--- src/source/io_bus_pkg.sv ---
package io_bus_pkg;

	typedef enum logic [1:0]
	{
		OKAY   = 2'd0,
		SLVERR = 2'd2,
		DECERR = 2'd3
	} axil_resp_e;

	// Master to slave
	typedef struct packed
	{
		logic        aw_valid;
		logic [31:0] aw_addr;
		logic        w_valid;
		logic [31:0] w_data;
		logic [3:0]  w_strb;
		logic        b_ready;
		logic        ar_valid;
		logic [31:0] ar_addr;
		logic        r_ready;
	} axil_req_t;

	// Slave to master
	typedef struct packed
	{
		logic        aw_ready;
		logic        w_ready;
		logic        b_valid;
		axil_resp_e  b_resp;
		logic        ar_ready;
		logic        r_valid;
		logic [31:0] r_data;
		axil_resp_e  r_resp;
	} axil_rsp_t;

	typedef struct packed
	{
		logic        valid;
		logic        write;
		logic [7:0]  addr;     // Byte offset
		logic [31:0] wdata;
		logic        lane0_en; // Strobe bit 0
	} reg_req_t;

	typedef struct packed
	{
		logic [31:0] rdata;
		axil_resp_e  resp;
	} reg_rsp_t;

endpackage

--- src/source/io_regs_pkg.sv ---
package io_regs_pkg;

	typedef enum logic [7:0]
	{
		GPIO_OUT    = 8'h00,
		BUTTONS     = 8'h04,
		BTN_EVENTS  = 8'h08,
		LED         = 8'h0C,
		UART_DATA   = 8'h10,
		UART_STATUS = 8'h14
	} reg_addr_e;

	localparam int GPIO_W = 4;
	localparam int BTN_W  = 6;
	localparam int LED_W  = 3;

	localparam int UART_CLKS_PER_BIT = 16;
	localparam int UART_CNT_W        = $clog2(UART_CLKS_PER_BIT);
	localparam logic [UART_CNT_W-1:0] UART_CNT_LAST = UART_CNT_W'(UART_CLKS_PER_BIT - 1);

	typedef enum logic [1:0]
	{
		TX_IDLE,
		TX_START,
		TX_DATA,
		TX_STOP
	} uart_state_e;

	typedef enum logic
	{
		PORT_IDLE,
		PORT_RESP
	} port_state_e;

	typedef struct packed
	{
		logic       start;
		logic [7:0] data;
	} uart_cmd_t;

endpackage

--- src/source/axil_slave_port.sv ---
`timescale 1ns/1ps

module axil_slave_port
(
	input  logic                  clk,
	input  logic                  rst,
	input  io_bus_pkg::axil_req_t bus_req,
	output io_bus_pkg::axil_rsp_t bus_rsp,
	output io_bus_pkg::reg_req_t  reg_req,
	input  io_bus_pkg::reg_rsp_t  reg_rsp
);

	io_regs_pkg::port_state_e state;
	logic                     rsp_is_write; // Pending response is on the b channel
	logic [31:0]              rsp_data;
	io_bus_pkg::axil_resp_e   rsp_code;

	logic        wr_take;
	logic        rd_take;
	logic [31:0] take_addr;
	logic        addr_hit;
	logic        rsp_done;

	assign wr_take   = (state == io_regs_pkg::PORT_IDLE) && bus_req.aw_valid && bus_req.w_valid;
	assign rd_take   = (state == io_regs_pkg::PORT_IDLE) && bus_req.ar_valid && !wr_take;
	assign take_addr = wr_take ? bus_req.aw_addr : bus_req.ar_addr;
	assign addr_hit  = (take_addr[31:8] == 24'd0); // Block decodes only the low byte

	assign rsp_done = rsp_is_write ? bus_req.b_ready : bus_req.r_ready;

	always_comb
	begin
		reg_req.valid    = (wr_take || rd_take) && addr_hit;
		reg_req.write    = wr_take;
		reg_req.addr     = take_addr[7:0];
		reg_req.wdata    = bus_req.w_data;
		reg_req.lane0_en = bus_req.w_strb[0];
	end

	always_comb
	begin
		bus_rsp.aw_ready = wr_take;
		bus_rsp.w_ready  = wr_take;
		bus_rsp.ar_ready = rd_take;
		bus_rsp.b_valid  = (state == io_regs_pkg::PORT_RESP) && rsp_is_write;
		bus_rsp.b_resp   = rsp_code;
		bus_rsp.r_valid  = (state == io_regs_pkg::PORT_RESP) && !rsp_is_write;
		bus_rsp.r_data   = rsp_data;
		bus_rsp.r_resp   = rsp_code;
	end

	always_ff @(posedge clk)
	begin
		if (rst)
		begin
			state        <= io_regs_pkg::PORT_IDLE;
			rsp_is_write <= 1'b0;
		end
		else
		begin
			case (state)
				io_regs_pkg::PORT_IDLE:
					if (wr_take || rd_take)
					begin
						state        <= io_regs_pkg::PORT_RESP;
						rsp_is_write <= wr_take;
					end
				io_regs_pkg::PORT_RESP:
					if (rsp_done)
						state <= io_regs_pkg::PORT_IDLE;
				default:
					state <= io_regs_pkg::PORT_IDLE;
			endcase
		end
	end

	// Response payload captured at acceptance
	always_ff @(posedge clk)
	begin
		if (wr_take || rd_take)
		begin
			rsp_data <= (rd_take && addr_hit) ? reg_rsp.rdata : 32'd0;
			rsp_code <= addr_hit ? reg_rsp.resp : io_bus_pkg::DECERR;
		end
	end

	a_one_channel: assert property (@(posedge clk) disable iff (rst)
		!(bus_rsp.b_valid && bus_rsp.r_valid));

	a_b_hold: assert property (@(posedge clk) disable iff (rst)
		bus_rsp.b_valid && !bus_req.b_ready |=> bus_rsp.b_valid && $stable(bus_rsp.b_resp));

	a_r_hold: assert property (@(posedge clk) disable iff (rst)
		bus_rsp.r_valid && !bus_req.r_ready |=>
		bus_rsp.r_valid && $stable(bus_rsp.r_data) && $stable(bus_rsp.r_resp));

endmodule

--- src/source/io_register_block.sv ---
`timescale 1ns/1ps

module io_register_block
(
	input  logic                             clk,
	input  logic                             rst,
	input  io_bus_pkg::reg_req_t             reg_req,
	output io_bus_pkg::reg_rsp_t             reg_rsp,
	input  logic [io_regs_pkg::BTN_W-1:0]    buttons,
	output logic [io_regs_pkg::GPIO_W-1:0]   gpio_out,
	output logic [io_regs_pkg::LED_W-1:0]    led,
	output io_regs_pkg::uart_cmd_t           uart_cmd,
	input  logic                             uart_busy
);

	logic [io_regs_pkg::GPIO_W-1:0] gpio_q;
	logic [io_regs_pkg::LED_W-1:0]  led_q;
	logic [io_regs_pkg::BTN_W-1:0]  btn_meta;
	logic [io_regs_pkg::BTN_W-1:0]  btn_sync;
	logic [io_regs_pkg::BTN_W-1:0]  btn_prev;
	logic [io_regs_pkg::BTN_W-1:0]  events_q;

	io_regs_pkg::reg_addr_e         addr;
	logic                           wr_en;
	logic                           wr_gpio;
	logic                           wr_led;
	logic [io_regs_pkg::BTN_W-1:0]  clr_mask;
	logic [io_regs_pkg::BTN_W-1:0]  btn_rise;
	logic                           uart_start;

	assign addr     = io_regs_pkg::reg_addr_e'(reg_req.addr);
	assign wr_en    = reg_req.valid && reg_req.write;
	assign btn_rise = btn_sync & ~btn_prev;

	assign gpio_out = gpio_q;
	assign led      = led_q;

	assign uart_cmd.start = uart_start;
	assign uart_cmd.data  = reg_req.wdata[7:0];

	always_comb
	begin
		reg_rsp.rdata = 32'd0;
		reg_rsp.resp  = io_bus_pkg::OKAY;
		wr_gpio       = 1'b0;
		wr_led        = 1'b0;
		clr_mask      = '0;
		uart_start    = 1'b0;
		case (addr)
			io_regs_pkg::GPIO_OUT:
			begin
				reg_rsp.rdata = {{(32 - io_regs_pkg::GPIO_W){1'b0}}, gpio_q};
				wr_gpio       = wr_en && reg_req.lane0_en;
			end
			io_regs_pkg::BUTTONS:
				reg_rsp.rdata = {{(32 - io_regs_pkg::BTN_W){1'b0}}, btn_sync};
			io_regs_pkg::BTN_EVENTS:
			begin
				reg_rsp.rdata = {{(32 - io_regs_pkg::BTN_W){1'b0}}, events_q};
				if (wr_en && reg_req.lane0_en)
					clr_mask = reg_req.wdata[io_regs_pkg::BTN_W-1:0]; // Write 1 to clear
			end
			io_regs_pkg::LED:
			begin
				reg_rsp.rdata = {{(32 - io_regs_pkg::LED_W){1'b0}}, led_q};
				wr_led        = wr_en && reg_req.lane0_en;
			end
			io_regs_pkg::UART_DATA:
				if (reg_req.write && uart_busy)
					reg_rsp.resp = io_bus_pkg::SLVERR; // Byte dropped while a frame is in progress
				else
					uart_start = wr_en && reg_req.lane0_en;
			io_regs_pkg::UART_STATUS:
				reg_rsp.rdata = {31'd0, uart_busy};
			default:
				reg_rsp.resp = io_bus_pkg::DECERR;
		endcase
	end

	always_ff @(posedge clk)
	begin
		if (rst)
		begin
			gpio_q   <= '0;
			led_q    <= '0;
			btn_meta <= '0;
			btn_sync <= '0;
			btn_prev <= '0;
			events_q <= '0;
		end
		else
		begin
			btn_meta <= buttons;
			btn_sync <= btn_meta;
			btn_prev <= btn_sync;
			events_q <= (events_q & ~clr_mask) | btn_rise; // Set wins over clear
			if (wr_gpio)
				gpio_q <= reg_req.wdata[io_regs_pkg::GPIO_W-1:0];
			if (wr_led)
				led_q <= reg_req.wdata[io_regs_pkg::LED_W-1:0];
		end
	end

endmodule

--- src/source/slurm_io_top.sv ---
`timescale 1ns/1ps

module slurm_io_top
(
	input  logic                             clk,
	input  logic                             rst,
	input  io_bus_pkg::axil_req_t            bus_req,
	output io_bus_pkg::axil_rsp_t            bus_rsp,
	input  logic [io_regs_pkg::BTN_W-1:0]    buttons,
	output logic [io_regs_pkg::GPIO_W-1:0]   gpio_out,
	output logic [io_regs_pkg::LED_W-1:0]    led,
	output logic                             uart_tx
);

	io_bus_pkg::reg_req_t   reg_req;
	io_bus_pkg::reg_rsp_t   reg_rsp;
	io_regs_pkg::uart_cmd_t uart_cmd;
	logic                   uart_busy;

	axil_slave_port u_port (
		.clk     (clk),
		.rst     (rst),
		.bus_req (bus_req),
		.bus_rsp (bus_rsp),
		.reg_req (reg_req),
		.reg_rsp (reg_rsp)
	);

	io_register_block u_regs (
		.clk       (clk),
		.rst       (rst),
		.reg_req   (reg_req),
		.reg_rsp   (reg_rsp),
		.buttons   (buttons),
		.gpio_out  (gpio_out),
		.led       (led),
		.uart_cmd  (uart_cmd),
		.uart_busy (uart_busy)
	);

	uart_tx_serializer u_uart (
		.clk       (clk),
		.rst       (rst),
		.uart_cmd  (uart_cmd),
		.uart_busy (uart_busy),
		.uart_tx   (uart_tx)
	);

endmodule

--- src/source/uart_tx_serializer.sv ---
`timescale 1ns/1ps

module uart_tx_serializer
(
	input  logic                   clk,
	input  logic                   rst,
	input  io_regs_pkg::uart_cmd_t uart_cmd,
	output logic                   uart_busy,
	output logic                   uart_tx
);

	io_regs_pkg::uart_state_e            state;
	logic [io_regs_pkg::UART_CNT_W-1:0]  bit_cnt;  // Clocks within the current bit
	logic [2:0]                          bit_idx;
	logic [7:0]                          shreg;
	logic                                bit_end;

	assign bit_end   = (bit_cnt == io_regs_pkg::UART_CNT_LAST);
	assign uart_busy = (state != io_regs_pkg::TX_IDLE);

	always_comb
	begin
		case (state)
			io_regs_pkg::TX_START: uart_tx = 1'b0;
			io_regs_pkg::TX_DATA:  uart_tx = shreg[0]; // LSB first
			default:               uart_tx = 1'b1;
		endcase
	end

	always_ff @(posedge clk)
	begin
		if (rst)
		begin
			state   <= io_regs_pkg::TX_IDLE;
			bit_cnt <= '0;
			bit_idx <= '0;
		end
		else
		begin
			bit_cnt <= (state == io_regs_pkg::TX_IDLE || bit_end) ? '0 : bit_cnt + 1'b1;
			case (state)
				io_regs_pkg::TX_IDLE:
					if (uart_cmd.start)
						state <= io_regs_pkg::TX_START;
				io_regs_pkg::TX_START:
					if (bit_end)
					begin
						state   <= io_regs_pkg::TX_DATA;
						bit_idx <= '0;
					end
				io_regs_pkg::TX_DATA:
					if (bit_end)
					begin
						bit_idx <= bit_idx + 1'b1;
						if (bit_idx == 3'd7)
							state <= io_regs_pkg::TX_STOP;
					end
				io_regs_pkg::TX_STOP:
					if (bit_end)
						state <= io_regs_pkg::TX_IDLE;
				default:
					state <= io_regs_pkg::TX_IDLE;
			endcase
		end
	end

	always_ff @(posedge clk)
	begin
		if (state == io_regs_pkg::TX_IDLE && uart_cmd.start)
			shreg <= uart_cmd.data;
		else if (state == io_regs_pkg::TX_DATA && bit_end)
			shreg <= shreg >> 1;
	end

	a_no_start_busy: assert property (@(posedge clk) disable iff (rst)
		uart_cmd.start |-> !uart_busy);

	a_idle_line_high: assert property (@(posedge clk) disable iff (rst)
		state == io_regs_pkg::TX_IDLE |-> uart_tx);

endmodule

--- config.mk ---
export PLATFORM = sky130hd
export DESIGN_NAME = slurm_io_top
export DESIGN_NICKNAME = d
export VERILOG_FILES = /design/src/source/io_bus_pkg.sv /design/src/source/io_regs_pkg.sv /design/src/source/axil_slave_port.sv /design/src/source/io_register_block.sv /design/src/source/slurm_io_top.sv /design/src/source/uart_tx_serializer.sv
export SDC_FILE = /design/constraint.sdc
export NUM_CORES = 1
export LEC_CHECK = 0
export ABC_AREA = 0
export BUFFER_PORTS_ARGS = -buffer_cell sky130_fd_sc_hd__buf_2
export CAP_MARGIN = 10
export CORE_MARGIN = 2
export CORE_UTILIZATION = 45
export CTS_CLUSTER_DIAMETER = 150
export DETAILED_ROUTE_END_ITERATION = 6
export PLACE_DENSITY = 0.74
export SETUP_SLACK_MARGIN = 0.1
export SLEW_MARGIN = 10
export SYNTH_ARGS = -nofsm -noshare
export SYNTH_HDL_FRONTEND = slang
export SYNTH_HIERARCHICAL = 1
export SYNTH_SLANG_ARGS = --single-unit
--- constraint.sdc ---
create_clock -name clk -period 8.6 [get_ports clk]
set_clock_uncertainty 0.1 [all_clocks]
set_input_delay 1.29 -clock clk [delete_from_list [all_inputs] [get_ports clk]]
set_output_delay 1.29 -clock clk [all_outputs]
set_load 0.005 [all_outputs]
==> impl_metrics.tcl <==
set metrics [dict create \
    die-area_um2 10100 \
    tightest_slew_ns 0.737 \
    cts_hold_buf 0 \
    final_count_of_pins_violating_max_slew 0 \
    dp.final_hpwl_um 6100 \
    initial_utilization_pct 45.9 \
    grt_pass1_vias 2708 \
    multi_input_comb_area_um2 1740 \
    clock-root-buffer "clkbuf_8" \
    rsz0062_at_grt "false" \
    core_area_um2 9150 \
    setup_viol 0 \
    drt-initial-drc-count 95 \
    numCtsBuffers 9 \
    postCtsResizedCells 0 \
    max_cap_viol_count 0 \
    crit_path_top_delay_cell "nor4_1" \
    clock_tree.htree_level_count 3 \
    portBuffers 134 \
    post_cts_buffers 0 \
    power.density_cell_area_nw_per_um2 156 \
    grt_use_total_pct 15.8 \
    final.min_clock_period_ns 4.04 \
    fp.dieH_um 101 \
    clock_latency_ns 0.34 \
    cp_data_required_time_ns 8.52 \
    max_stage_delay_ns 0.50 \
    pin_count 162 \
    cellLeakagePower_nw 2.15 \
    chipWidth_um 101 \
    yosys_warnings 6 \
    area_delta_synth_final_pct 16.6 \
    peak_ir_drop_on_the_vdd_network_uv 110 \
    status "finished clean" \
    antenna_violating_nets_post_route 0 \
    crit_path_frequent_cell "nand2_1" \
    critical_path.max_fanout 8 \
    setup.worst_path.start_class "primary input" \
    syn-instance-count 373 \
    antenna_found_initial 0 \
    finish.net_count 607 \
    origin_of_the_worst_min_delay_path "u_regs/btn_meta[4]" \
    detail_route.vias_per_cell 4.79 \
    tritoncts_sinks 84 \
    wirelength_um 7930 \
    wire_length_of_the_first_global_routing_pass_um 12500 \
    fmax_mhz 247 \
    synthesis.area_um2 4200 \
    maximum_number_of_pins_on_one_net_before_global_route_repair 47 \
    worstPathArrival_ns 3.96 \
    gpl.final_weighted_congestion 0.745 \
    cts_tree "done" \
    endpoint_kind "flip-flop" \
    final-hold-violation-count 0 \
    final_core_utilization_pct 53.5 \
    drtPass1Iterations 4 \
    final.period_utilization_pct 47.0 \
    final-seq-area_um2 2100 \
    grt.overflow.total 0 \
    cp-startpoint "bus_req[71]" \
    fraction_of_layout_cells_with_a_size_suffix_above_1_pct 40.6 \
    fill_cells 779 \
    core.rowCount 35 \
    drt_drc_violations_left 0 \
    wl_per_cell_um 13.2 \
    worstPathCellList "buf_2 -> and3_1 -> mux2_2 -> or2_2 -> nor4_1 -> and4b_2 -> nand2_1 -> nand2_1" \
    worstReg2RegStart "u_port/state" \
    cts.clk_slew.worst_paths_ns 0.08 \
    via_count 2880 \
    syn_area_per_cell_um2 11.3 \
    timing.slew.headroom_pct 50.9 \
    critPathKind "in2reg" \
    totalNegativeSetupSlack_ns 0 \
    cts.path.max_buffers 2 \
    hold_class "reg2reg" \
    antenna_cells 0 \
]
report_power, final:
group | internal [mW] | total [mW] | switching (mW)
logic | 0.0389 | 0.0785 | 0.0396
clock network | 0.106 | 0.246 | 0.141
registers | 0.436 | 0.440 | 0.00466
state kept, by name, summed over array words and instances (netlist names):
| register | count |
|---|---|
| u_regs/events_q | 6 |
| u_regs/led | 3 |
| u_uart/bit_idx | 3 |
| u_uart/state | 2 |
| u_regs/btn_sync | 6 |
| u_uart/shreg | 8 |
| u_regs/btn_meta | 6 |
| u_regs/btn_prev | 6 |
| u_port/rsp_data | 32 |
| u_uart/bit_cnt | 4 |
| u_regs/gpio_out | 4 |
| u_port/state | 1 |
| u_port/rsp_is_write | 1 |
| u_port/rsp_code | 2 |
stage by stage:
step	worst slack, ns	instance area, um2	power, mW	hold slack (ns)	std cells
after floorplan	4.68	4300	0.502	0.314	398
after global routing	4.37	4900	0.801	0.368	601
after CTS	4.58	4870	0.774	0.346	600
final	4.56	4900	0.765	0.341	601
after global placement	4.25	4700	0.524	0.316	584
after detailed placement	4.17	4700	0.526	0.321	584
area by class of cell:
| type | instances | area share (%) |
|---|---|---|
| Clock buffer | 9 | 2.53 |
| Clock inverter | 7 | 1.02 |
| Inverter | 9 | 0.690 |
| Multi-Input combinational cell | 244 | 35.4 |
| Sequential cell | 84 | 42.9 |
| Tap cell | 111 | 2.84 |
| Timing Repair Buffer | 137 | 14.6 |
layer usage:
layer	up-vias	track usage, %	wire (um)
li1	1448	-	-
met1	1302	18.6	3440
met2	119	27.5	3800
met3	11	5.27	612
met4	0	4.53	78
met5	-	0	0
critical path, delay by kind of cell:
family	cells	cell delay (ns)
simple gates	6	2.18
buf+inv	1	0.08
mux	1	0.40
placed cells by master, fill, tap and decap left out, types with 2 or more instances in the layout:
master / instances
nand2b_1: 15
nand2_1: 11
nand3_1: 2
conb_1: 26
inv_6: 2
nand4_1: 3
clkbuf_8: 9
ha_1: 9
a21o_1: 2
buf_4: 2
mux2i_1: 13
and3_1: 5
nor2_1: 18
buf_2: 134
mux4_2: 2
nor2b_1: 32
and2_2: 20
a22oi_1: 3
edfxtp_1: 42
clkinvlp_4: 2
and2_1: 13
nor3_1: 2
and4_1: 2
inv_1: 8
nor4_1: 14
nor4_4: 2
dfxtp_1: 42
clkinv_1: 2
a211oi_1: 6
mux2_2: 15
a21oi_1: 6
path summary, 6_finish.rpt:
| path | to | slack [ns] | cells after the start |
|---|---|---|---|
| worst max-delay path | u_uart/shreg[5] | 4.56 | 8 |
| worst min-delay path | u_regs/btn_sync[4] | 0.34 | 1 |
| worst max register to register | u_uart/shreg[5] | 5.18 | 8 |
| worst min register to register | u_regs/btn_sync[4] | 0.34 | 1 |
Power figures use the tool's default switching activity.
